===== config.mk =====
export PLATFORM = sky130hd
export DESIGN_NAME = plic_arbiter
export DESIGN_NICKNAME = d
export VERILOG_FILES = /design/src/common/soc_pkg.sv /design/src/plic/plic_arbiter.sv
export SDC_FILE = /design/constraint.sdc
export NUM_CORES = 1
export LEC_CHECK = 0
export BUFFER_PORTS_ARGS = -buffer_cell sky130_fd_sc_hd__clkbuf_2
export CAP_MARGIN = 20
export CORE_UTILIZATION = 37
export DETAILED_ROUTE_END_ITERATION = 12
export GPL_TIMING_DRIVEN = 1
export PLACE_DENSITY = 0.9
export SLEW_MARGIN = 20
export SYNTH_ARGS = -nofsm -noshare
export SYNTH_HDL_FRONTEND = slang
export SYNTH_SLANG_ARGS = --single-unit
export TNS_END_PERCENT = 20

===== constraint.sdc =====
create_clock -name vclk -period 10
set_input_delay 1.5 -clock vclk [all_inputs]
set_output_delay 1.5 -clock vclk [all_outputs]
set_load 0.1 [all_outputs]

===== src/common/soc_pkg.sv =====
package soc_pkg;

    // system bus data and address words
    typedef logic [63:0] xlen_t;
    typedef logic [63:0] addr_t;

    // bits [1:0] give the access size, bit 2 marks unsigned loads
    // stores reuse codes 000 to 011 as sb, sh, sw, sd
    typedef enum logic [2:0] {
        lb  = 3'b000,
        lh  = 3'b001,
        lw  = 3'b010,
        ld  = 3'b011,
        lbu = 3'b100,
        lhu = 3'b101,
        lwu = 3'b110
    } ls_type_e;

    // one bus request, held stable by the requester until done
    typedef struct packed {
        addr_t    addr;
        xlen_t    wdata;
        ls_type_e ls_type;
        logic     is_write;
    } bus_req_t;

    // target latched by the router for the access in flight
    typedef enum logic [1:0] {
        tgt_none,
        tgt_ram,
        tgt_plic
    } target_e;

    typedef logic [2:0] prio_t;

    // interrupt ids that own a priority register
    localparam int NUM_PRIO = 5;

    // controller configuration, context 0 is machine, context 1 supervisor
    typedef struct packed {
        prio_t [NUM_PRIO:1] prio;
        logic  [1:0][31:0]  enable;
        prio_t [1:0]        thresh;
    } plic_cfg_t;

    // address map
    localparam addr_t RAM_BASE  = 32'h8000_0000;
    localparam addr_t PLIC_BASE = 32'h0C00_0000;
    localparam addr_t PLIC_SPAN = 'h40_0000;

    // register offsets inside the interrupt controller window
    localparam int unsigned PLIC_PENDING_OFS   = 'h1000;
    localparam int unsigned PLIC_ENABLE_OFS    = 'h2000;
    localparam int unsigned PLIC_ENABLE_STRIDE = 'h80;
    localparam int unsigned PLIC_THRESH_OFS    = 'h20_0000;
    localparam int unsigned PLIC_CLAIM_OFS     = 'h20_0004;
    localparam int unsigned PLIC_CTX_STRIDE    = 'h1000;

endpackage


===== src/plic/plic_arbiter.sv =====
`timescale 1ns/1ns

module plic_arbiter #(
    parameter int NUM_SRC = 5
) (
    input  soc_pkg::plic_cfg_t cfg,
    input  logic [31:0]        pending,
    output logic [1:0][4:0]    claim_id,
    output logic               meip,
    output logic               seip
);
    import soc_pkg::*;

    prio_t [31:0] prio_full;

    // ids without a priority register sit at 0 and never fire
    always_comb begin
        prio_full = '0;
        for (int i = 1; i <= NUM_PRIO; i++) begin
            prio_full[i] = cfg.prio[i];
        end
    end

    // best id per context, strict compare keeps the lower id on a tie
    always_comb begin : scan
        prio_t best;
        for (int c = 0; c < 2; c++) begin
            // threshold is the bar to beat
            best        = cfg.thresh[c];
            claim_id[c] = '0;
            for (int i = 1; i <= NUM_SRC; i++) begin
                if (pending[i] && cfg.enable[c][i] && prio_full[i] > best) begin
                    best        = prio_full[i];
                    claim_id[c] = 5'(i);
                end
            end
        end
    end

    // machine and supervisor external interrupt lines
    assign meip = |claim_id[0];
    assign seip = |claim_id[1];

endmodule


---- Word level (Yosys, flattened, before mapping) ----
Cells that the tools add are included.
operators by class
  reductions and logical operators ........ 22
  mux-type cells .......................... 18
  order comparisons ....................... 10
operators with widths
  kind               count
  $mux 5             8
  $gt 3x3->1         10
  $mux 3             8
  $logic_and 1x1->1  20
  $reduce_or 5->1    2
  $mux 1             2
word-level totals
  output and inout bits ................... 12
  input port bits ......................... 117
  register bits after elaboration ......... 0
  word-level logic and storage cells ...... 50

---- Logic depth before layout (Yosys ltp) ----
  word-level depth ........................ 16
  depth in mapped cells ................... 33
  depth with buffers taken out ............ 33

---- Worst setup path before layout ----
No wires, ideal clock.
  kind .................................... input port to output port
  start point ............................. in cfg[4] (netlist bit)
  end point ............................... out claim_id[6] (netlist bit)
  path slack .............................. -0.750 ns
  data arrival time ....................... 9.250 ns
  required time ........................... 8.500 ns
  path buffers ............................ 0
  stages on the path ...................... 30
  cells stage by stage .................... inv_1 > ha_1 > nor2b_4 > o311a_2 > nand2_1 > nand2_1 > o21ai_0 > ha_1 > or2_2 > a31oi_1 > a222oi_1 > or2_2 > mux2i_1 > inv_1 > ha_1 > nor2_1 > maj3_2 > a21oi_1 > mux2i_1 > ha_1 > nor2b_1 > o21a_1 > o2111ai_1 > mux2_2 > ha_1 > nor2b_1 > o21a_1 > o2111ai_1 > nand2_1 > a21oi_1
RTL lines
  what                RTL line           text
  start: declaration  plic_arbiter.sv:6  input soc_pkg::plic_cfg_t cfg,
  end: declaration    plic_arbiter.sv:8  output logic [1:0][4:0] claim_id,

---- Worst setup path in the final report ----
  start point ............................. in cfg[4] (netlist bit)
  end point ............................... out seip
on the way
  word-level cells in the longest chain between the ends .. 16
  elaborated cells between the ends (all ways) .. 20
  classes of those cells .................. order compare: 5; mux: 9; reduce/logical: 6
ends and longest elaborated chain
  what               RTL line            text
  $gt 3x3->1         plic_arbiter.sv:32  if (pending[i] && cfg.enable[c][i] && prio_full[i] > best) begin
  $logic_and 1x1->1  plic_arbiter.sv:32
  $mux 3             plic_arbiter.sv:32
  $gt 3x3->1         plic_arbiter.sv:32
  $logic_and 1x1->1  plic_arbiter.sv:32
  $mux 3             plic_arbiter.sv:32
  $gt 3x3->1         plic_arbiter.sv:32
  $logic_and 1x1->1  plic_arbiter.sv:32
  $mux 3             plic_arbiter.sv:32
  $gt 3x3->1         plic_arbiter.sv:32
  $logic_and 1x1->1  plic_arbiter.sv:32
  $mux 3             plic_arbiter.sv:32
  $gt 3x3->1         plic_arbiter.sv:32
  $logic_and 1x1->1  plic_arbiter.sv:32
  $mux 5 *           plic_arbiter.sv:32
  $reduce_or 5->1 *  plic_arbiter.sv:42  assign seip = |claim_id[1];
  end: declaration   plic_arbiter.sv:10  output logic seip
Every way passes the cells marked *; elsewhere a longest branch is shown, timed or not.

==> flow_summary.ini <==
[worst_setup_path]
crit_path_end_kind = output pin
critical_path.top_delay_family = compound AO/OA/AOI/OAI gates
critPathBufInv = 4
endpoint = seip
cp_slowest_cell = or2_2
path_max_fanout = 4
start_kind = primary input
startpoint = cfg[4]
required_ps = 8500
cp.depth = 33
slowest_delay_ps = 400
crit_top_cell = ha_1
arrival_ps = 8100
worstSetupPathType = primary input to output pin

[routing]
wl_per_cell_um = 12.49
drcViolationCount = 0
vias = 1377
avgViaCountPerCell = 5.443
totalWireLength_um = 3161
firstDrtPassIters = 6
drt-initial-drc-count = 45
final_antenna_net_count = 0

[sta]
drv_slew = 0
tightest_slew_ps = 608.3
setup_viol = 0
post-route-period-util_pct = 96.03
rsz0062_at_grt = no
max_slew_margin_pct = 58.29
whs_ps = 3563
fmax_ghz = 0.1041
period_needed_ps = 9603
hold_viol = 0

[placed_design]
place.gp.congestion = 0.8320
place_hpwl_um = 2794
dp.cells = 253
numPortBuffers = 44

[cells_and_area]
regArea_sq_um = 0
seq_cells = 0
nClkBuffers = 0
area_growth_pct = 27.43
antenna_cells = 0
fin_nets = 350
fill_cells = 335
final_common_cell = clkbuf_2
multiInputGateArea_sq_um = 1144
layout_common_cells = 42 x clkbuf_2, 22 x ha_1, 17 x inv_1
drive_gt1_share_pct = 34.93
fin_cells = 253
fin_util_pct = 49.88

[flow_run]
cap_violations = 0

[power_and_ir_drop]
peakVddDrop_uv = 52.84
p_leak_nw = 0.8038
cellPowerDensity_nw_per_um2 = 95.28

[floorplanning]
die_x_um = 58.83
die-area_sq_um = 3461
io_pins = 129
core_area_sq_um = 3053
initial_utilization_pct = 39.14
die_h_um = 58.83
num_rows = 20

[global_route]
antenna_found_initial = 0
grtUsageTotal_pct = 18.68
overflow = 0
grt_pass1_vias = 1268
grt_max_degree = 9
grt_pass1_wl_um = 5195

[logic_synthesis]
ys_top_cells_by_area = ha_1 23%, mux2_2 5.7%, nand3_1 5.4%
synth_area_sq_um = 1195
ys_types = 47
yosys_warnings = 0
synth_top_area_share_pct = 23.04
synth_area_leader_cell = ha_1
syn_area_per_cell_sq_um = 7.331
seq_area_frac_synth_pct = 0
syn-instance-count = 163

[hold_path]
whs_path_depth = 5
hold_path_class = primary input to output pin

[clock_network]
cts_hold_buf = 0
cts_setup_buffers = 0

[status]
status = completed
[where the power goes]
part	total [mW]	internal (mW)	switching, mW
registers	0	0	0
clock network	0	0	0
logic	0.145	0.0463	0.0988
total	0.145	0.0463	0.0988
[cell type report]
cell class,count,share of cell area (%)
repair buffers,47,17.09
inverters,17,4.191
multi-input cells,145,75.10
well taps,44,3.615
[tightest hold or removal path: stages]
cell and delay, ps:
clkbuf_2 80, o2111ai_1 140, nand2_2 140, a21oi_4 50, buf_12 160
[worst min-delay path by stage]
stage	start	to
6_report	cfg[43]	claim_id[6]
5_1_grt	cfg[43]	claim_id[6]
4_1_cts	cfg[43]	claim_id[6]
3_5_place_dp	cfg[43]	claim_id[6]
3_3_place_gp	cfg[43]	claim_id[6]
2_1_floorplan	pending[5]	claim_id[7]
[timing repair]
action	CTS	global route
setup endpoints to repair	0	1
resized for setup	0	5
endpoints found under the hold margin	0	0
[metrics by stage]
stage	power (mW)	setup slack [ps]	cell area (sq um)	TNS, ps
global placement	0.1387	440.4	1510	0
finish	0.1451	397.0	1523	0
CTS	0.1431	207.7	1510	0
global route	0.1571	13.88	1523	0
floorplan	0.1121	-33.47	1227	-33.47
detailed placement	0.1427	221.4	1510	0
[cell families (layout without fill, tap and decap cells)]
logic type / count (synthesis) / in the layout / share of synthesized area, %
AOI/OAI and AO/OA: 49 / 49 / 33.61
muxes: 11 / 11 / 9.843
adders and majority gates: 24 / 24 / 24.92
and+or+nand+nor: 57 / 57 / 23.45
buffers and inverters: 21 / 64 / 7.853
other: 1 / 4 / 0.3138
[metal layers]
metal  global-route usage (%)  routed length [um]
met1                    26.59                1512
met2                    33.60                1455
met3                        0                 193
met4                        0                   0
met5                        0                   0
[Yosys cell counts, drive strengths merged, types with 2 or more instances]
library cell and instances:
and2 3, maj3 2, mux2i 5, and3 2
a31oi 2, o21ai 9, nand3 13, buf 4
inv 17, a21o 6, o311ai 2, nor2 14
a21oi 8, ha 22, nand2 14, nor2b 5
o2111ai 4, mux2 6, or2 2, o21a 3
Note: power is estimated with default switching activity, not from simulation.
