[config.mk]
export PLATFORM = sky130hd
export DESIGN_NAME = bus_router
export DESIGN_NICKNAME = d
export VERILOG_FILES = /design/src/common/soc_pkg.sv /design/src/rtl/bus_router.sv
export SDC_FILE = /design/constraint.sdc
export NUM_CORES = 1
export LEC_CHECK = 0
export ABC_AREA = 1
export BUFFER_PORTS_ARGS = -buffer_cell sky130_fd_sc_hd__buf_2
export CORE_AREA = 2 2 128 130
export CTS_CLUSTER_DIAMETER = 200
export CTS_CLUSTER_SIZE = 10
export DETAILED_ROUTE_END_ITERATION = 8
export DIE_AREA = 0 0 130 132
export GPL_ROUTABILITY_DRIVEN = 0
export PLACE_DENSITY_LB_ADDON = 0.12
export SYNTH_ARGS = -nofsm -noshare
export SYNTH_HDL_FRONTEND = slang
export SYNTH_SLANG_ARGS = --single-unit
[constraint.sdc]
create_clock -name CLOCK_50 -period 18.35 [get_ports CLOCK_50]
set_clock_uncertainty 0.05 [all_clocks]
set_input_delay 0.9175 -clock CLOCK_50 [delete_from_list [all_inputs] [get_ports CLOCK_50]]
set_output_delay 0.9175 -clock CLOCK_50 [all_outputs]
set_load 0.01 [all_outputs]
[src/common/soc_pkg.sv]
package soc_pkg;

    // system bus data and address words
    typedef logic [63:0] xlen_t;
    typedef logic [63:0] addr_t;

    // bits [1:0] give the access size, bit 2 marks unsigned loads
    // stores reuse codes 000 to 011 as sb, sh, sw, sd
    typedef enum logic [2:0] {
        lb  = 3'b000,
        lh  = 3'b001,
        lw  = 3'b010,
        ld  = 3'b011,
        lbu = 3'b100,
        lhu = 3'b101,
        lwu = 3'b110
    } ls_type_e;

    // one bus request, held stable by the requester until done
    typedef struct packed {
        addr_t    addr;
        xlen_t    wdata;
        ls_type_e ls_type;
        logic     is_write;
    } bus_req_t;

    // target latched by the router for the access in flight
    typedef enum logic [1:0] {
        tgt_none,
        tgt_ram,
        tgt_plic
    } target_e;

    typedef logic [2:0] prio_t;

    // interrupt ids that own a priority register
    localparam int NUM_PRIO = 5;

    // controller configuration, context 0 is machine, context 1 supervisor
    typedef struct packed {
        prio_t [NUM_PRIO:1] prio;
        logic  [1:0][31:0]  enable;
        prio_t [1:0]        thresh;
    } plic_cfg_t;

    // address map
    localparam addr_t RAM_BASE  = 32'h8000_0000;
    localparam addr_t PLIC_BASE = 32'h0C00_0000;
    localparam addr_t PLIC_SPAN = 'h40_0000;

    // register offsets inside the interrupt controller window
    localparam int unsigned PLIC_PENDING_OFS   = 'h1000;
    localparam int unsigned PLIC_ENABLE_OFS    = 'h2000;
    localparam int unsigned PLIC_ENABLE_STRIDE = 'h80;
    localparam int unsigned PLIC_THRESH_OFS    = 'h20_0000;
    localparam int unsigned PLIC_CLAIM_OFS     = 'h20_0004;
    localparam int unsigned PLIC_CTX_STRIDE    = 'h1000;

endpackage

[src/rtl/bus_router.sv]
`timescale 1ns/1ns

module bus_router #(
    parameter int RAM_WORDS = 2048
) (
    input  logic              CLOCK_50,
    input  logic              KEY0,
    input  soc_pkg::bus_req_t req,
    input  logic              rd_stb,
    input  logic              wr_stb,
    output logic              ram_stb,
    output logic              plic_stb,
    input  logic              ram_ack,
    input  soc_pkg::xlen_t    ram_rdata,
    input  logic              plic_ack,
    input  soc_pkg::xlen_t    plic_rdata,
    output soc_pkg::xlen_t    rdata,
    output logic              done
);
    import soc_pkg::*;

    logic    stb;
    logic    ram_hit;
    logic    plic_hit;
    target_e tgt;

    assign stb = rd_stb | wr_stb;

    // address windows
    assign ram_hit  = (req.addr >= RAM_BASE) &&
                      (req.addr < RAM_BASE + (addr_t'(RAM_WORDS) << 2));
    assign plic_hit = (req.addr >= PLIC_BASE) && (req.addr < PLIC_BASE + PLIC_SPAN);

    // strobe goes to the selected target only
    assign ram_stb  = stb & ram_hit;
    assign plic_stb = stb & plic_hit;

    // done drops on the strobe, rises on the target ack
    always_ff @(posedge CLOCK_50 or negedge KEY0) begin
        if (!KEY0) begin
            done <= 1'b1;
            tgt  <= tgt_none;
        end else if (stb) begin
            done <= 1'b0;
            if (ram_hit) begin
                tgt <= tgt_ram;
            end else if (plic_hit) begin
                tgt <= tgt_plic;
            end else begin
                tgt <= tgt_none;
            end
        end else if (!done) begin
            case (tgt)
                tgt_ram:  done <= ram_ack;
                tgt_plic: done <= plic_ack;
                // unmapped, finish on our own
                default:  done <= 1'b1;
            endcase
        end
    end

    // read data held from completion until the next strobe
    always_ff @(posedge CLOCK_50) begin
        if (!done) begin
            case (tgt)
                tgt_ram: begin
                    if (ram_ack) begin
                        rdata <= ram_rdata;
                    end
                end
                tgt_plic: begin
                    if (plic_ack) begin
                        rdata <= plic_rdata;
                    end
                end
                default: rdata <= '0;
            endcase
        end
    end

    // requester waits for done before the next strobe
    a_no_stb_busy: assert property (@(posedge CLOCK_50) disable iff (!KEY0)
        (rd_stb || wr_stb) |-> done);

    // windows must never overlap
    a_one_target: assert property (@(posedge CLOCK_50) disable iff (!KEY0)
        !(ram_stb && plic_stb));

    // targets take the direction from req, so it has to agree with the strobe
    a_dir_match: assert property (@(posedge CLOCK_50) disable iff (!KEY0)
        (rd_stb || wr_stb) |-> (req.is_write == wr_stb) && !(rd_stb && wr_stb));

endmodule

## After elaboration in Yosys (flattened, before gate mapping)

Cells that the tools add are included.

- Div/mod/pow operators: 0
- Shifts and indexed selects: 0
- $mul: 0
- Bitwise gates (word level): 4
- Add/sub/neg operators: 0
- Reduce and logical (&&, ||, !) cells: 3
- Magnitude comparators: 4
- Eq/ne operators: 4
- Muxes and demuxes: 8

Operators with widths:

| kind | number |
|---|---|
| two-way mux 64 bit | 2 |
| case mux 64 bit (2 select lines) | 1 |
| >= comparator 64 x 28 -> 1 bit (second input constant) | 1 |
| >= comparator 64 x 32 -> 1 bit (second input constant) | 1 |
| less-than comparator 64 x 28 -> 1 bit (second input constant) | 1 |
| less-than comparator 64 x 32 -> 1 bit (second input constant) | 1 |
| two-way mux 2 bit | 2 |
| inequality test 2 bit (second input constant) | 2 |
| AND reduction 3 bit | 1 |
| bitwise AND 1 bit | 2 |
| == test 2 x 1 -> 1 bit (second input constant) | 1 |
| == test 2 bit (second input constant) | 1 |
| logical AND 1 bit | 2 |
| two-way mux 1 bit | 2 |
| case mux 1 bit (2 select lines) | 1 |
| inverter 1 bit | 1 |
| OR 1 bit | 1 |

- RAM bits: 0
- Input port bits: 266
- Bits in read-only memories: 0
- Output and inout port bits: 67
- Latch bits: 0
- Word-level logic and storage cells: 26
- Memories: 0
- Bits in registers: 67

## Depth between registers and ports, before layout

Gate-level depths: netlist (run 1).

- Depth after elaboration: 4
- Mapped depth: 8
- Depth with buffers taken out: 8

## Worst setup path before layout (run 1)

Ideal clock, no wire load.

- Path type: input to register
- Start: in plic_ack
- End: reg rdata[0] (enable)
- Data arrival time: 5.827 ns
- Setup time: 0.590 ns
- Path slack: 11.884 ns
- Data required time: 17.710 ns
- Stages: 2
- Path buffers: 0
- Cells stage by stage: inv_1 a221oi_1

- Word-level cells in the longest chain between the ends: 2

RTL lines:

| element | line | text |
|---|---|---|
| from (decl) | bus_router.sv:15 | `input logic plic_ack,` |
| inequality test 2 bit (no line) | n/a |  |
| AND reduction 3 bit (no line) | n/a |  |
| to (signal assigned) | bus_router.sv:68 | `rdata <= ram_rdata;` |
| to (signal assigned) | bus_router.sv:73 | `rdata <= plic_rdata;` |
| to (decl) | bus_router.sv:17 | `output soc_pkg::xlen_t rdata,` |

No other way between the ends.
A chain may end at the register's enable or synchronous reset.

## Worst setup path after layout (run 1)

- Start: in req[97] in the netlist's numbering
- End: out plic_stb

- Word-level cells in the longest chain between the ends: 3
- Elaborated cells on any way between the ends: 4
- Those cells by class: 2 x order compare; 1 x bitwise; 1 x reduce/logical

RTL lines:

| element | line | text |
|---|---|---|
| from (decl) | bus_router.sv:8 | `input soc_pkg::bus_req_t req,` |
| >= comparator 64 x 28 -> 1 bit / less-than comparator 64 x 28 -> 1 bit (equally long branches) | bus_router.sv:32 | `assign plic_hit = (req.addr >= PLIC_BASE) && (req.addr < PLIC_BASE + PLIC_SPAN);` |
| logical AND 1 bit * | bus_router.sv:32 |  |
| bitwise AND 1 bit * | bus_router.sv:36 | `assign plic_stb = stb & plic_hit;` |
| to (decl) | bus_router.sv:12 | `output logic plic_stb,` |

Mark *: on every way between the ends. The rest lies on a longest branch, timed or not.

==> impl_metrics.py, run 1 <==
metrics = {
    "status": {
        "status": "complete, no violations",
    },
    "timing": {
        "hold_violations": 0,
        "max_slew_margin_pct": 40.3,
        "period_needed_ns": 2.77,
        "max_freq_ghz": 0.361,
        "final_max_slew_viol_count": 0,
        "setup_viol": 0,
        "tightest_slew_ns": 0.896,
        "rsz0062_at_grt": "no",
        "tns_ns": 0,
        "fin_crit_sh_pct": 15.1,
    },
    "yosys": {
        "yosys-top-cells-count": "nand2_1 (151), a21oi_1 (64), edfxtp_1 (64)",
        "yosys.area_share.simple_pct": 22.5,
        "syn_inst": 355,
        "yosysSeqAreaShare_pct": 61.6,
        "synth_xor_area_share_pct": 0,
        "synth_cell_type_count": 17,
        "synth_area_per_cell_um2": 9.14,
        "yosysTopAreaCell": "edfxtp_1",
        "async_flop_share_pct": 4.48,
        "syn-num-nets": 623,
        "synth_fa_ha_area_share_pct": 0.771,
        "yosysMostFrequentCell": "nand2_1",
        "synth_area_um2": 3240,
        "synth_compound_area_share_pct": 10.4,
        "ys_top_cells_by_area": "edfxtp_1 (59%), nand2_1 (17%), a21oi_1 (9.9%), nor2_1 (3.9%), buf_2 (2.0%)",
        "synth_warnings": 0,
        "synth_ff_type": "edfxtp_1",
        "synthMuxAreaShare_pct": 0,
        "synth_edf_count": 64,
        "synth_top_family_by_area": "simple AND/OR/NAND/NOR gates",
        "synth_top_area_share_pct": 59.2,
        "ys_ff_latch": 67,
    },
    "power_and_ir_drop": {
        "sw_frac_of_total_pct": 21.8,
        "sequentialPowerShare_pct": 46.3,
        "max-vdd-ir-drop_v": 0.0000379,
        "powerDensity_nw_per_um2": 76.4,
        "p_int_mw": 0.298,
        "clkPwrFrac_pct": 43.9,
        "combPwrFrac_pct": 9.8,
        "p_switching_mw": 0.0831,
        "p_leak_nw": 2.14,
    },
    "critical_path": {
        "path_max_fanout": 2,
        "cp.required_ns": 17.38,
        "ff2ff_path_depth": 4,
        "rr_startpoint": "tgt[0]",
        "arrival_ns": 1.80,
        "worst_r2r_endpoint": "rdata[45]",
        "worstSetupStartpointType": "primary input",
        "worstSetupPathType": "primary input to output port",
        "crit_path_end_kind": "output port",
        "critPathLaunch": "req[97]",
        "r2r_slack_ns": 16.25,
    },
    "clocking": {
        "clk_pin_slew_ns": 0.05,
        "root_buffer": "clkbuf_16",
        "cts.sinks": 67,
        "cts_tree": "yes",
        "htree_levels": 3,
        "clk_path_buf_depth": 2,
        "cts_setup_buffers": 0,
        "clk_latency_ns": 0.33,
        "cts_buffers": 9,
        "cts_resized": 0,
        "holdBufCountCts": 0,
    },
    "route": {
        "drt-initial-drc-count": 97,
        "drt_pre_antenna_iters": 4,
        "route.detailed.drc": 0,
        "detail-route-antenna-nets": 0,
        "viasPerCell": 4.08,
        "vias": 3347,
        "drt-total-wl_um": 10600,
        "detail_route.wl_per_cell_um": 12.9,
    },
    "placement": {
        "placedCellCount": 805,
        "io_buffers": 251,
        "hpwl_um": 7540,
    },
    "finish": {
        "drive_gt1_share_pct": 45.1,
        "diodes": 0,
        "multiInputGateArea_um2": 1110,
        "fin_nets": 868,
        "seq_area_um2": 2000,
        "fillers": 1719,
        "area_growth_pct": 53.7,
        "final_cells": 821,
    },
    "floorplan": {
        "ios": 333,
        "dieWidth_um": 130,
        "core-area_um2": 15700,
        "row_count": 46,
        "start_util_pct": 20.6,
        "die_height_um": 132,
        "die-area_um2": 17200,
    },
    "global_route": {
        "grt_overflow": 0,
        "grt_usage_pct": 12.2,
        "grt_pass1_wl_um": 16300,
        "antenna_found_initial": 0,
        "grt_max_degree": 66,
        "grt_pass1_vias": 3350,
    },
    "hold_path": {
        "holdCritPathClass": "primary input to async pin",
    },
    "run": {
        "cap_violations": 0,
    },
}
## metrics by stage
stage	setup WS, ns	cell area [um2]	power, mW	utilization (%)	hold WS, ns
final	15.58	4990	0.381	31.7	0.331
after floorplan	11.88	3240	0.189	-	0.425
after global routing	15.43	4990	0.398	31.7	0.322
after global placement	15.59	4700	0.218	29.9	0.456
after detailed placement	15.58	4700	0.218	29.9	0.451
after CTS	15.57	4990	0.389	31.7	0.316
## power groups by stage
stage          clock, mW  sequential, mW  combinational [mW]
3_3_place_gp           0           0.180              0.0383
2_1_floorplan          0           0.185             0.00438
3_5_place_dp           0           0.180              0.0379
4_1_cts            0.174           0.177              0.0381
6_report           0.167           0.176              0.0373
5_1_grt            0.179           0.177              0.0411
## worst max path at each step
| stage | to | slack [ns] | depth (start not counted) |
|---|---|---|---|
| 6_report | plic_stb | 15.58 | 7 |
| 5_1_grt | plic_stb | 15.43 | 7 |
| 4_1_cts | plic_stb | 15.57 | 7 |
| 3_5_place_dp | plic_stb | 15.58 | 7 |
| 3_3_place_gp | plic_stb | 15.59 | 9 |
| 2_1_floorplan | rdata[0] | 11.88 | 2 |
## state kept, by name, summed over array words and instances (netlist names)
name / count
done: 1
rdata: 64
tgt: 2
## cells in the final DEF, fill, tap and decap left out
cell type   instances
o31ai_1             1
a221oi_4            1
edfxtp_1           64
buf_2             251
ha_2                2
or2_0               1
nand2_1           151
a21oi_1            64
clkbuf_16           9
or2_1               1
nor3b_2             1
clkinv_1            3
nor2_1             34
dfstp_2             1
buf_4               4
bufinv_16           1
inv_1               9
clkinv_2            2
dfrtp_1             2
clkinvlp_4          1
nand3_1             2
## logic make-up after synthesis
kind of cell	Yosys count
buffers and inverters	30
adder cells (fa/ha/maj)	2
AND/OR/NAND/NOR	190
AO/OA/AOI/OAI	66
flip-flops	67
## worst max-delay path: stages
cell     delay (ns)
buf_2          0.09
or2_0          0.21
nor2_1         0.13
nor3b_2        0.18
nand2_1        0.09
inv_1          0.06
buf_2          0.12
## layout make-up
cell class	instances	area share, %
timing repair buffer	255	25.8
clock buffer	9	4.52
sequential	67	40.1
inverter	9	0.678
tap	216	5.42
clock inverter	7	1.18
multi-input combinational	258	22.3
## per-layer routing
layer / vias to the layer above / routed length [um] / global-route usage (%)
met2: 186 / 4950 / 20.4
met5: - / 0 / 0
met1: 1479 / 4510 / 14.4
met3: 12 / 917 / 3.57
li1: 1670 / - / -
met4: 0 / 202 / 5.68
Power figures use the tool's default switching activity.
==> run 2: changes to the inputs <==
--- a/config.mk
+++ b/config.mk
@@ -7,11 +7,11 @@
 export LEC_CHECK = 0
 export ABC_AREA = 1
 export BUFFER_PORTS_ARGS = -buffer_cell sky130_fd_sc_hd__buf_2
-export CORE_AREA = 2 2 128 130
+export CORE_AREA = 2 2 131 133
 export CTS_CLUSTER_DIAMETER = 200
 export CTS_CLUSTER_SIZE = 10
 export DETAILED_ROUTE_END_ITERATION = 8
-export DIE_AREA = 0 0 130 132
+export DIE_AREA = 0 0 133 135
 export GPL_ROUTABILITY_DRIVEN = 0
 export PLACE_DENSITY_LB_ADDON = 0.12
 export SYNTH_ARGS = -nofsm -noshare
==> constraint.sdc (replaced) <==
create_clock -name CLOCK_50 -period 2.8 [get_ports CLOCK_50]
set_clock_uncertainty 0.05 [all_clocks]
set_input_delay 0.14 -clock CLOCK_50 [delete_from_list [all_inputs] [get_ports CLOCK_50]]
set_output_delay 0.14 -clock CLOCK_50 [all_outputs]
set_load 0.01 [all_outputs]
==> impl_metrics.py, run 2 (synthesis gave the netlist of run 1 again) <==
metrics = {
    "critical_path": {
        "worst_r2r_endpoint": "rdata[35]",
        "path_max_fanout": 40,
        "worstSetupPathType": "register to register",
        "ff2ff_path_depth": 3,
        "cp.required_ns": 2.71,
        "crit_path_end_kind": "register",
        "rr_startpoint": "tgt[0]",
        "r2r_slack_ns": 0.65,
        "arrival_ns": 2.06,
        "worstSetupStartpointType": "register",
    },
    "run": {
        "cap_violations": 0,
    },
    "timing": {
        "max_slew_margin_pct": 52.9,
        "tns_ns": 0,
        "rsz0062_at_grt": "no",
        "max_freq_ghz": 0.466,
        "hold_violations": 0,
        "fin_crit_sh_pct": 76.6,
        "setup_viol": 0,
        "final_max_slew_viol_count": 0,
        "period_needed_ns": 2.15,
        "tightest_slew_ns": 0.707,
        "hold_slack_ns": 0.0448,
    },
    "global_route": {
        "grt_pass1_vias": 3351,
        "grt_max_degree": 66,
        "grt_overflow": 0,
        "grt_usage_pct": 11.8,
        "grt_pass1_wl_um": 16300,
        "antenna_found_initial": 0,
    },
    "finish": {
        "final_common_cell": "buf_2",
        "final_cells": 827,
        "drive_gt1_share_pct": 45.1,
        "most-common-layout-cells": "buf_2 (251), nand2_1 (151), a21oi_1 (64), edfxtp_1 (64), nor2_1 (34)",
        "final_util_pct": 30.6,
        "largest_register_ffs": 64,
        "largest_registers": "rdata: 64 flops, tgt: 2 flops, done: 1 flops",
        "fin_nets": 870,
        "diodes": 0,
        "area_growth_pct": 54.8,
        "regMostFlops": "rdata",
        "fillers": 1774,
    },
    "hold_path": {
        "hold_start": "rd_stb",
        "holdCritPathClass": "primary input to register",
        "hold_end": "done",
        "worst_hold_path.num_cells": 4,
    },
    "clocking": {
        "cts.sinks": 67,
        "clk_pin_slew_ns": 0.05,
        "cts_tree": "yes",
        "htree_levels": 3,
        "cts_resized": 0,
        "clk_latency_ns": 0.33,
        "cts_setup_buffers": 0,
        "clk_path_buf_depth": 2,
        "cts_buffers": 9,
        "root_buffer": "clkbuf_16",
    },
    "floorplan": {
        "row_count": 47,
        "die_height_um": 135,
        "die-area_um2": 18000,
        "core-area_um2": 16400,
        "ios": 333,
        "start_util_pct": 19.8,
        "dieWidth_um": 133,
    },
    "route": {
        "viasPerCell": 4.04,
        "route.detailed.drc": 0,
        "detail-route-antenna-nets": 0,
        "vias": 3339,
        "detail_route.wl_per_cell_um": 13.1,
        "drt-total-wl_um": 10900,
        "drt_pre_antenna_iters": 4,
        "drt-initial-drc-count": 178,
    },
    "power_and_ir_drop": {
        "powerDensity_nw_per_um2": 497,
        "p_leak_nw": 2.15,
        "max-vdd-ir-drop_v": 0.000249,
    },
    "placement": {
        "hpwl_um": 8020,
        "placedCellCount": 810,
        "io_buffers": 251,
    },
    "status": {
        "status": "complete, no violations",
    },
}
## run 2: per-layer routing
metal  GRT usage (%)  part of all wire [%]  up-vias
li1                -                     -     1678
met1            12.5                    38     1481
met2            21.3                    51      155
met3            2.55                   7.0       25
met4            7.47                   3.5        0
met5               0                     0        -
## run 2: timing repair
item | in CTS | in global routing
hold endpoints to repair | 3 | 0
endpoints found under the setup margin | 0 | 0
hold buffers | 1 | 0
## run 2: layout make-up
cell class	count	area, um2	share of cell area (%)
clock buffers	10	229	4.56
multi-input cells	258	1110	22.2
clock inverters	6	56.3	1.12
inverters	9	33.8	0.673
well taps	220	275	5.48
flip-flops and latches	67	2000	39.8
repair buffers	257	1320	26.2
## run 2: how the worst max path moves through the flow
stage / from / to / slack (ns)
after floorplan: tgt[0] / rdata[0] / -0.06
after global placement: tgt[0] / rdata[19] / 0.61
after detailed placement: tgt[1] / rdata[35] / 0.62
after CTS: tgt[1] / rdata[35] / 0.59
after global routing: tgt[1] / rdata[20] / 0.51
final: tgt[0] / rdata[35] / 0.65
## run 2: power by group
part | internal (mW) | total (mW) | switching (mW) | leakage, nW
sequential | 1.14 | 1.16 | 0.0120 | 0.735
combinational | 0.133 | 0.246 | 0.113 | 1.28
clock | 0.681 | 1.09 | 0.412 | 0.141
## run 2: through the flow
step           setup WS [ns]  power [mW]  instance area, um2
2_1_floorplan        -0.0642        1.24                3270
3_3_place_gp           0.614        1.43                4730
3_5_place_dp           0.620        1.43                4730
4_1_cts                0.595        2.55                5020
5_1_grt                0.509        2.61                5020
6_report               0.654        2.50                5020
## run 2: critical path, cell delays in order, from the launching register on
cell and delay [ns]:
dfrtp_1 0.40, ha_2 0.42, a221oi_4 0.37, buf_4 0.48
