## src/common/soc_pkg.sv

```systemverilog
package soc_pkg;

    // system bus data and address words
    typedef logic [63:0] xlen_t;
    typedef logic [63:0] addr_t;

    // bits [1:0] give the access size, bit 2 marks unsigned loads
    // stores reuse codes 000 to 011 as sb, sh, sw, sd
    typedef enum logic [2:0] {
        lb  = 3'b000,
        lh  = 3'b001,
        lw  = 3'b010,
        ld  = 3'b011,
        lbu = 3'b100,
        lhu = 3'b101,
        lwu = 3'b110
    } ls_type_e;

    // one bus request, held stable by the requester until done
    typedef struct packed {
        addr_t    addr;
        xlen_t    wdata;
        ls_type_e ls_type;
        logic     is_write;
    } bus_req_t;

    // target latched by the router for the access in flight
    typedef enum logic [1:0] {
        tgt_none,
        tgt_ram,
        tgt_plic
    } target_e;

    typedef logic [2:0] prio_t;

    // interrupt ids that own a priority register
    localparam int NUM_PRIO = 5;

    // controller configuration, context 0 is machine, context 1 supervisor
    typedef struct packed {
        prio_t [NUM_PRIO:1] prio;
        logic  [1:0][31:0]  enable;
        prio_t [1:0]        thresh;
    } plic_cfg_t;

    // address map
    localparam addr_t RAM_BASE  = 32'h8000_0000;
    localparam addr_t PLIC_BASE = 32'h0C00_0000;
    localparam addr_t PLIC_SPAN = 'h40_0000;

    // register offsets inside the interrupt controller window
    localparam int unsigned PLIC_PENDING_OFS   = 'h1000;
    localparam int unsigned PLIC_ENABLE_OFS    = 'h2000;
    localparam int unsigned PLIC_ENABLE_STRIDE = 'h80;
    localparam int unsigned PLIC_THRESH_OFS    = 'h20_0000;
    localparam int unsigned PLIC_CLAIM_OFS     = 'h20_0004;
    localparam int unsigned PLIC_CTX_STRIDE    = 'h1000;

endpackage

```

## src/plic/plic_regs.sv

```systemverilog
`timescale 1ns/1ns

module plic_regs #(
    parameter int NUM_SRC = 5
) (
    input  logic               CLOCK_50,
    input  logic               KEY0,
    input  logic               stb,
    input  soc_pkg::bus_req_t  req,
    input  logic [NUM_SRC-1:0] irq_src,
    input  logic [1:0][4:0]    claim_id,
    output logic               ack,
    output soc_pkg::xlen_t     rdata,
    output soc_pkg::plic_cfg_t cfg,
    output logic [31:0]        pending
);
    import soc_pkg::*;

    logic [21:0]        ofs;
    logic [9:0]         prio_id;
    logic               prio_hit;
    logic               pend_hit;
    logic [1:0]         en_hit;
    logic [1:0]         th_hit;
    logic [1:0]         cl_hit;
    logic               rd;
    logic               wr;
    logic [NUM_SRC-1:0] irq_q;
    logic [31:0]        set_vec;
    logic [31:0]        clr_vec;
    xlen_t              rd_val;

    // offset inside the 4 MB window
    assign ofs      = 22'(req.addr - PLIC_BASE);
    assign prio_id  = ofs[11:2];
    assign prio_hit = ofs < 22'(PLIC_PENDING_OFS);
    assign pend_hit = ofs == 22'(PLIC_PENDING_OFS);
    assign rd       = stb && !req.is_write;
    assign wr       = stb && req.is_write;

    // per context register decode
    always_comb begin
        for (int c = 0; c < 2; c++) begin
            en_hit[c] = ofs == 22'(PLIC_ENABLE_OFS + c * PLIC_ENABLE_STRIDE);
            th_hit[c] = ofs == 22'(PLIC_THRESH_OFS + c * PLIC_CTX_STRIDE);
            cl_hit[c] = ofs == 22'(PLIC_CLAIM_OFS + c * PLIC_CTX_STRIDE);
        end
    end

    // rising source edges, shifted so source 0 is id 1
    assign set_vec = 32'({irq_src & ~irq_q, 1'b0});

    // claim read retires the id it returns
    always_comb begin
        clr_vec = '0;
        for (int c = 0; c < 2; c++) begin
            if (rd && cl_hit[c]) begin
                clr_vec = clr_vec | (32'd1 << claim_id[c]);
            end
        end
    end

    // read mux
    always_comb begin
        rd_val = '0;
        if (prio_hit) begin
            for (int i = 1; i <= NUM_PRIO; i++) begin
                if (prio_id == 10'(i)) begin
                    rd_val = xlen_t'(cfg.prio[i]);
                end
            end
        end else if (pend_hit) begin
            rd_val = xlen_t'(pending);
        end
        for (int c = 0; c < 2; c++) begin
            if (en_hit[c]) begin
                rd_val = xlen_t'(cfg.enable[c]);
            end
            if (th_hit[c]) begin
                rd_val = xlen_t'(cfg.thresh[c]);
            end
            if (cl_hit[c]) begin
                rd_val = xlen_t'(claim_id[c]);
            end
        end
    end

    always_ff @(posedge CLOCK_50 or negedge KEY0) begin
        if (!KEY0) begin
            cfg     <= '0;
            pending <= '0;
            irq_q   <= '0;
            ack     <= 1'b0;
        end else begin
            irq_q <= irq_src;
            ack   <= stb;
            // a new edge wins over a claim of the same id, id 0 never pends
            pending <= ((pending & ~clr_vec) | set_vec) & ~32'd1;
            if (wr) begin
                if (prio_hit) begin
                    for (int i = 1; i <= NUM_PRIO; i++) begin
                        if (prio_id == 10'(i)) begin
                            cfg.prio[i] <= req.wdata[2:0];
                        end
                    end
                end
                // pending and claim writes fall through and are dropped
                for (int c = 0; c < 2; c++) begin
                    if (en_hit[c]) begin
                        cfg.enable[c] <= req.wdata[31:0];
                    end
                    if (th_hit[c]) begin
                        cfg.thresh[c] <= req.wdata[2:0];
                    end
                end
            end
        end
    end

    always_ff @(posedge CLOCK_50) begin
        if (stb) begin
            rdata <= rd_val;
        end
    end

endmodule

```

## config.mk

```make
export PLATFORM = sky130hd
export DESIGN_NAME = plic_regs
export DESIGN_NICKNAME = d
export VERILOG_FILES = /design/src/common/soc_pkg.sv /design/src/plic/plic_regs.sv
export SDC_FILE = /design/constraint.sdc
export NUM_CORES = 1
export LEC_CHECK = 0
export ABC_AREA = 1
export BUFFER_PORTS_ARGS = -buffer_cell sky130_fd_sc_hd__buf_2
export CAP_MARGIN = 15
export CORE_UTILIZATION = 30
export DETAILED_ROUTE_END_ITERATION = 8
export GPL_TIMING_DRIVEN = 0
export HOLD_SLACK_MARGIN = 0.15
export PLACE_DENSITY = 0.59
export SLEW_MARGIN = 25
export SYNTH_ARGS = -nofsm -noshare
export SYNTH_HDL_FRONTEND = slang
export SYNTH_SLANG_ARGS = --single-unit
```

## constraint.sdc

```tcl
create_clock -name CLOCK_50 -period 1.6 [get_ports CLOCK_50]
set_input_delay 0.08 -clock CLOCK_50 [delete_from_list [all_inputs] [get_ports CLOCK_50]]
set_output_delay 0.08 -clock CLOCK_50 [all_outputs]
set_load 0.01 [all_outputs]
```

Word level (Yosys, flattened, before mapping)
Index checks and enable logic that the tools add are counted.
{ "word_totals": {"out_inout_bits": 182, "in_bits": 150, "wordCells": 68, "reg_bits": 186} }
{ "classes": {"n_reduce_logical": 16, "n_eq_ne": 12, "add_sub_neg": 1, "shift": 2, "muxes": 15, "order_cmp": 1, "bitwise": 6} }
{ "op_table": {"columns": ["op", "n"], "rows": [
  ["two-way mux 64 bit", 5],
  ["two-way mux 32 bit", 7],
  ["equality test 22 bit, second input constant", 4],
  ["left shift 1 x 5 -> 32 bit, first input constant", 2],
  ["equality test 22 x 14 -> 1 bit, second input constant", 2],
  ["bitwise AND 32 bit", 1],
  ["inverter 32 bit", 1],
  ["OR 32 bit", 1],
  ["OR 32 x 6 -> 32 bit", 1],
  ["equality test 22 x 13 -> 1 bit, second input constant", 1],
  ["< comparator 22 x 13 -> 1 bit, second input constant", 1],
  ["subtractor 22 x 1 -> 22 bit, second input constant", 1],
  ["equality test 10 x 2 -> 1 bit, second input constant", 2],
  ["equality test 10 x 3 -> 1 bit, second input constant", 2],
  ["AND reduction 3 bit", 5],
  ["equality test 10 x 1 -> 1 bit, second input constant", 1],
  ["two-way mux 5 bit", 2],
  ["AND reduction 2 bit", 4],
  ["OR reduction 6 bit", 1],
  ["bitwise AND 5 bit", 1],
  ["inverter 5 bit", 1],
  ["logical AND 1 bit", 4],
  ["two-way mux 3 bit", 1],
  ["OR reduction 2 bit", 1],
  ["zero test 1 bit", 1]
]} }

Logic depth before layout (Yosys ltp)
Gate-level depths: netlist of run 1.
{ "logic_depth": {"depth_word": 14, "depth_mapped": 15, "depth_no_buf": 15} }

Worst setup path after synthesis of run 1
OpenSTA, ideal clock, no wires.
{ "synth_timing": {"path_type": "input port to flip-flop", "start": "input req[74] (netlist name)", "end": "register rdata[1] (data pin)", "arrival_time_ps": 1255, "path_buffers": 0, "cell_stages": 11, "path_slack_ps": 89, "setup_ps": 256, "path_cell_list": "nor2_1 > nand2_1 > nor3_4 > inv_1 > or2_0 > nand3_1 > nand2_1 > nand2_1 > nand2_1 > nand2_1 > nand2_1"} }
{ "synth_between": {"elab_chain_len": 14, "word_cells_on_any_way": 27, "classes_between": "add/sub: 1; order compare: 1; eq/ne: 12; mux: 13"} }
{ "synth_rtl": {"columns": ["element", "line_no", "rtl"], "rows": [
  ["start, declared", "plic_regs.sv:9", "input soc_pkg::bus_req_t req,"],
  ["subtractor 22 x 1 -> 22 bit (*)", "plic_regs.sv:34", "assign ofs = 22'(req.addr - PLIC_BASE);"],
  ["equality test 10 x 1 -> 1 bit", "plic_regs.sv:68", "if (prio_id == 10'(i)) begin"],
  ["two-way mux 3 bit", "plic_regs.sv:68", null],
  ["two-way mux 64 bit (4 in a row)", "plic_regs.sv:68", null],
  ["two-way mux 64 bit", "plic_regs.sv:66", "if (prio_hit) begin"],
  ["two-way mux 32 bit", "plic_regs.sv:76", "if (en_hit[c]) begin"],
  ["two-way mux 32 bit", "plic_regs.sv:79", "if (th_hit[c]) begin"],
  ["two-way mux 32 bit", "plic_regs.sv:82", "if (cl_hit[c]) begin"],
  ["two-way mux 32 bit", "plic_regs.sv:76", null],
  ["two-way mux 5 bit", "plic_regs.sv:79", null],
  ["two-way mux 5 bit (*)", "plic_regs.sv:82", null],
  ["via rd_val[1]", "plic_regs.sv:31", "xlen_t rd_val;"],
  ["end signal, assigned", "plic_regs.sv:122", "rdata <= rd_val;"],
  ["end, declared", "plic_regs.sv:13", "output soc_pkg::xlen_t rdata,"]
]} }
Mark *: on every way through the listed nets, which the timed path passes. The rest lies on a longest branch.
A chain may end at the register's enable or synchronous reset.

Worst setup path after layout of run 1
{ "layout_timing": {"start": "input claim_id[8] (netlist name)", "end": "register pending[29]"} }
{ "layout_between": {"elab_chain_len": 6} }
{ "layout_rtl": {"columns": ["element", "line_no", "rtl"], "rows": [
  ["start, declared", "plic_regs.sv:11", "input logic [1:0][4:0] claim_id,"],
  ["left shift 1 x 5 -> 32 bit", "plic_regs.sv:58", "clr_vec = clr_vec | (32'd1 << claim_id[c]);"],
  ["OR 32 bit", "plic_regs.sv:58", null],
  ["two-way mux 32 bit", "plic_regs.sv:57", "if (rd && cl_hit[c]) begin"],
  ["inverter 32 bit", "plic_regs.sv:98", "pending <= ((pending & ~clr_vec) | set_vec) & ~32'd1;"],
  ["bitwise AND 32 bit", "plic_regs.sv:98", null],
  ["OR 32 x 6 -> 32 bit", "plic_regs.sv:98", null],
  ["end signal, assigned", "plic_regs.sv:98", null],
  ["end, declared", "plic_regs.sv:15", "output logic [31:0] pending"]
]} }
Every way passes these cells.

==> impl_results.md, run 1 <==
- Worst-skew pair later-pin latency: roughly 0.42 ns
- Hold EP: pending[20]
- Die width: 158.7 µm
- CTS tree: built
- Post-layout instance area: 10150 µm²
- Filler cells: 2436
- Power Total: 8.682 mW
- Multiplexer share of the synthesized area: 0%
- Layout area overhead: 37.75%
- Leak pwr: between 5 and 6 nW
- Crit share post-route: 94.25%
- Fin nets: roughly 1300
- Peak supply drop: 0.0006361 V
- Syn. warnings: 0
- Total grt overflow: 0
- Tmin final: 1.508 ns
- Synth area leader: dfrtp_1
- Ys flop type: dfrtp_1
- Synth area leaders: dfrtp_1, edfxtp_1, nand2_1
- Worst Tran Pin Value: 0.5318 ns
- # port buffers: 218
- Clk buf depth: 2
- Outcome: finished, final reports clean
- Async set-reset flop share out of synthesis: 79.22%
- Vias in the first global route: ~6600
- Final Hold Viols: 0
- ANT nets after route: 0
- First-pass GRT wire length: 38260 µm
- Root Driver: clkbuf_16
- Global Route Usage Sum: approximately 20%
- Drt pass-1 iters: 5
- Critical path class: in2reg
- Num CTS Buffers: 17
- GP Congestion: 0.9053
- Layout cells sized above 1: 28.83%
- HP Start: claim_id[3]
- Post-synth cell types: 37
- Setup Skew: between 0.01 and 0.015 ns
- Area after DPL: 9019 µm²
- RSZ-0062 raised after global routing: true
- Critical Path RT: 1.88 ns
- # IOs: around 330
- Die Span Y: 158.7 µm
- CP Capture Type: flip-flop
- Reg clk slew, reported paths: about 0.060 ns
- Post-synthesis simple-gate area fraction: between 20 and 25%
- Startpoint Class: input port
- Multi-input gate area in the final layout: 2761 µm²
- Final Non-Filler Cells: 1512
- Vias/cell: 4.622
- FF-to-FF setup slack: 0.26 ns
- DRC viols: 0
- Die area: approximately 25000 µm²
- Number of max-cap violations: 0
- Share of the synthesized area in the top cell type: 41.42%
- Max_slew headroom: 64.55%
- Syn Area/Cell: 8.561 µm²
- Reg-to-reg startpoint: cfg[73]
- Total number of vias: 6989
- Synth Area in XOR/XNOR: 0%
- Drt initial violations: 540
- PD cells: ~860 nW/µm²
- Post-synthesis sequential area ratio: 54.46%
- Num Clock Sinks: about 150
- CP arrival: between 1.5 and 2 ns
- Hold Path Class: in2reg
- Final slew viol count: 0
- Worst hold stages: 3
- ANT cells: 0
- Synth Area in Compound Gates: 12.70%
- DP HPWL: 18780 µm
- Initial antenna violation count: 0
- R2R cell count: 10
- Synth Register Bits: 154
- Synth Area in Adders: 0%
- Mapped Area: approximately 7400 µm²
- CP max FO: 10
- Starting Density: ~31%
- CTS H-tree lvls: 4
- Placed Cells: 1431
- Largest net degree at the start of global routing: 63
- Core Util, Final: 42.75%
- Final setup vio count: 0
- Average routed wire per standard cell: 16.78 µm
- Reg-to-Reg End: rdata[0]
- CORE AREA: 23750 µm²
- Routed WL: 25370 µm
- Num rows: 56
- Reg area: 4014 µm²
- Largest family of logic cells by synthesized area: simple AND/OR/NAND/NOR gates
- Post-synth EDFFs: 32
- Cells after synthesis: 861
- Final hold slack: 0.1777 ns
- Fmax: 663.2 MHz
## synth_stat cells, types with 2 or more instances
master / count
clkbuf_1: 6
nor2_2: 8
inv_1: 95
a221oi_1: 2
inv_2: 6
o21ai_0: 83
a21oi_1: 19
or2_0: 2
nor3_1: 12
o211ai_1: 10
nand3_1: 50
o21ai_1: 37
nand2_1: 220
a211oi_1: 2
a31oi_1: 11
nor3_2: 2
buf_2: 17
nand2_2: 3
a22o_1: 2
nand3_2: 2
clkinv_1: 3
buf_4: 34
o211a_1: 2
dfrtp_1: 122
a32oi_1: 2
nor2_1: 58
nor4_1: 6
edfxtp_1: 32
nor3_4: 5
## worst max path at each step
stage                start           to  slack, ns
2_1_floorplan      req[74]     rdata[1]       0.09
3_3_place_gp          KEY0      cfg[51]      -1.22
3_5_place_dp           stb   pending[1]      -0.69
4_1_cts            req[74]    rdata[26]      0.002
5_1_grt            req[84]      cfg[36]      -0.03
6_report       claim_id[8]  pending[29]       0.09
## layer usage
layer	wire (µm)	share of wire [%]	vias to the layer above	GRT usage, %
met5	0	0	-	0
met4	610	2.4	0	7.017
met3	1794	7.1	31	4.572
met2	11700	46	275	30.84
met1	11270	44	3279	26.86
li1	-	-	3404	-
## per-stage QoR
stage               setup slack [ns]  setup TNS (ns)
finish                       0.09205               0
global route                -0.03062        -0.06888
CTS                         0.001563               0
detailed placement           -0.6933          -61.25
global placement              -1.224         -208.90
floorplan                    0.08862               0
## critical path, stage by stage
cell           delay, ns
dlygate4sd3_1       0.55
buf_2               0.17
clkinv_1            0.32
nor4_1              0.54
a21oi_1             0.13
## cell type report
class | instances | area share (%)
Buffer | 57 | 3.648
Clock buffer | 17 | 4.190
Clock inverter | 15 | 1.516
Inverter | 104 | 3.882
Multi-Input combinational cell | 578 | 27.20
Sequential cell | 154 | 39.53
Tap cell | 319 | 3.931
Timing Repair Buffer | 268 | 16.11
## placed cells by master, fill, tap and decap left out, drive strengths merged
cell	n
edfxtp	32
o211a	2
clkinvlp	1
inv	109
clkbuf	25
a32oi	2
a21oi	19
nand3b	1
nand4	2
conb	33
a31oi	11
dlygate4sd3	48
a22o	2
nand2	224
a41oi	1
buf	269
clkinv	8
a221oi	2
nor2	67
nor4	7
or2	2
o21ai	120
o211ai	10
nand3	52
bufinv	1
a211oi	2
nor3	19
dfrtp	122
## kinds of logic after synthesis
logic type | count (synthesis)
AND/OR/NAND/NOR | 374
AO/OA/AOI/OAI | 171
buffers and inverters | 161
flip-flops | 154
other | 1
## what timing repair did
item	4_1_cts	5_1_grt
hold endpoints to repair	221	32
endpoints found under the setup margin	72	77
hold buffers	47	2
setup buffers	0	0
gates resized for setup	2	17
## state kept, by name, summed over array words and instances (netlist names)
| signal | cells |
|---|---|
| cfg | 85 |
| rdata | 32 |
| pending | 31 |
| irq_q | 5 |
| ack | 1 |
## power breakdown
part,switching [mW],internal [mW],leakage [nW],total (mW)
clock,1.80,2.20,0.285,4.00
combinational,0.372,0.260,2.96,0.632
sequential,0.00936,4.04,1.97,4.05
(Power assumes the default switching activity.)
==> inputs of run 2 (changes only) <==
--- a/config.mk
+++ b/config.mk
@@ -9,6 +9,7 @@
 export BUFFER_PORTS_ARGS = -buffer_cell sky130_fd_sc_hd__buf_2
 export CAP_MARGIN = 15
 export CORE_UTILIZATION = 30
+export CTS_BUF_LIST = sky130_fd_sc_hd__clkbuf_8
 export DETAILED_ROUTE_END_ITERATION = 8
 export GPL_TIMING_DRIVEN = 0
 export HOLD_SLACK_MARGIN = 0.15
==> run 2 against run 1 <==
Combinational power is 1% higher. Worst setup slack got worse by 0.089 ns. Cell count is 0.33% higher. Clock power shrank 26%. First-iteration DRC count fell by 8.1%. Critical path type unchanged. Critical endpoint is now pending[19]. Highest routed layer unchanged.
==> impl_results.md, run 2 (synthesis gave the netlist of run 1 again) <==
- Largest register FFs: 85 (unchanged)
- Worst-skew pair later-pin latency: 0.45 ns (+0.03 ns)
- Top flop regs: cfg: 85 flops, rdata: 32 flops, pending: 31 flops
- PD cells: 767.3 nW/µm² (-10%)
- Tmin final: 1.597 ns (+0.08889 ns)
- Most frequent cells in the layout: buf_2, nand2_1, dfrtp_1
- CP max FO: 6 (-4)
- DRC viols: 0 (unchanged)
- Final Hold Viols: 0 (unchanged)
- Hold Path Class: in2async
- Initial antenna violation count: 0 (unchanged)
- First-pass GRT wire length: 38630 µm (+0.97%)
- DP HPWL: 18780 µm (unchanged)
- Num rows: 56 (unchanged)
- R2R cell count: 10 (unchanged)
- CTS H-tree lvls: 4 (unchanged)
- # IOs: 332 (unchanged)
- Drt pass-1 iters: 5 (unchanged)
- Setup Skew: 0.01268 ns (+0.0005750 ns)
- Layout area overhead: 35.39%
- Critical Path RT: 1.93 ns (+0.05 ns)
- Crit share post-route: 99.80% (+5.6 points)
- CORE AREA: 23750 µm² (unchanged)
- Reg-to-reg startpoint: cfg[73]
- Critical path class: in2reg
- Max_slew headroom: 63.46% (-1.1 points)
- Total grt overflow: 0 (unchanged)
- Routed WL: 25480 µm (+0.41%)
- Root Driver: clkbuf_8
- Layout cells sized above 1: 28.30% (-0.54 points)
- Die width: 158.7 µm (unchanged)
- GP Congestion: 0.9053 (unchanged)
- Die area: 25200 µm² (unchanged)
- Leak pwr: 5.149 nW (-1.3%)
- ANT nets after route: 0 (unchanged)
- Startpoint Class: input port
- Area after DPL: 9019 µm² (unchanged)
- Fin nets: 1335 (+0.38%)
- Vias/cell: 4.612 (-0.22%)
- Post-layout instance area: 9980 µm² (-1.7%)
- # port buffers: 218 (unchanged)
- Final slew viol count: 0 (unchanged)
- Vias in the first global route: 6642 (+0.53%)
- Final setup vio count: 0 (unchanged)
- Average routed wire per standard cell: 16.79 µm (about the same)
- Num CTS Buffers: 17 (unchanged)
- Number of max-cap violations: 0 (unchanged)
- Worst Tran Pin Value: 0.5480 ns (+0.01629 ns)
- FF-to-FF setup slack: 0.25 ns (about the same)
- Reg-to-Reg End: rdata[0]
- Final setup TNS: 0 ns (unchanged)
- CP Capture Type: flip-flop
- Global Route Usage Sum: 20.08% (+0.25 points)
- Clk buf depth: 2 (unchanged)
- Starting Density: 31.03% (unchanged)
- Largest net degree at the start of global routing: 63 (unchanged)
- Total number of vias: 6997 (+0.11%)
- Peak supply drop: 0.0004642 V (-27%)
- Die Span Y: 158.7 µm (unchanged)
- Num Clock Sinks: 154 (unchanged)
- Commonest non-fill, non-tap cell in the layout: buf_2
- Core Util, Final: 42.01% (-0.73 points)
- CTS tree: built
- ANT cells: 0 (unchanged)
- Outcome: finished, final reports clean
- Fmax: 626.2 MHz (-5.6%)
- RSZ-0062 raised after global routing: true
- Reg clk slew, reported paths: 0.09 ns (+0.03 ns)
- Drt initial violations: 496 (-8.1%)
- CP arrival: 1.93 ns (+0.15 ns)
- Biggest register: cfg
==> run 2: area by class of cell <==
cell class | instances | area (µm²)
inverters | 104 | 394.1
flip-flops and latches | 154 | 4014
clock buffers | 17 | 234.0
well taps | 319 | 399.1
plain buffers | 57 | 364.1
multi-input cells | 578 | 2739
repair buffers | 273 | 1682
clock inverters | 15 | 153.9
fillers | 2459 | 13770
==> run 2: layer usage <==
metal	GRT usage, %	part of all wire (%)
met3	4.441	7.0
met1	27.15	44
met4	7.546	2.7
met2	31.22	46
met5	0	0
==> run 2: per-stage QoR <==
stage | instances | setup WS (ns) | hold WS [ns] | total power, mW
2_1_floorplan | 893 | 0.08862 | -0.2156 | 4.365
3_3_place_gp | 1430 | -1.224 | 0.2031 | 4.635
3_5_place_dp | 1431 | -0.6933 | 0.05229 | 4.649
4_1_cts | 1515 | 0.01704 | 0.1198 | 7.700
5_1_grt | 1517 | -0.04699 | 0.1392 | 7.931
6_report | 1517 | 0.003157 | 0.1234 | 7.657
==> run 2: worst max-delay path by stage <==
stage,from,endpoint,slack [ns],depth (start not counted)
2_1_floorplan,req[74],rdata[1],0.09,11
3_3_place_gp,KEY0,cfg[51],-1.22,1
3_5_place_dp,stb,pending[1],-0.69,8
4_1_cts,claim_id[2],pending[21],0.02,8
5_1_grt,claim_id[1],pending[19],-0.05,8
6_report,claim_id[1],pending[19],0.003,8
==> run 2: worst max-delay path, cell delays in order <==
cell	delay, ns
dlygate4sd3_1	0.53
buf_2	0.17
inv_1	0.11
nor3_1	0.18
inv_1	0.07
nor2_1	0.13
dlygate4sd3_1	0.58
a31oi_1	0.08
==> run 2: power by group <==
| part | total (mW) | internal (mW) | switching (mW) |
|---|---|---|---|
| logic | 0.639 | 0.265 | 0.374 |
| registers | 4.04 | 4.04 | 0.00926 |
| clock network | 2.97 | 1.29 | 1.68 |
| total | 7.66 | 5.59 | 2.07 |
==> run 2: repair_timing <==
action                                 4_1_cts  5_1_grt
cloned                                       0        0
gates resized for setup                      2        8
setup endpoints to repair                   40       49
endpoints found under the hold margin      265        2
hold buffers                                52        2
setup buffers                                0        0
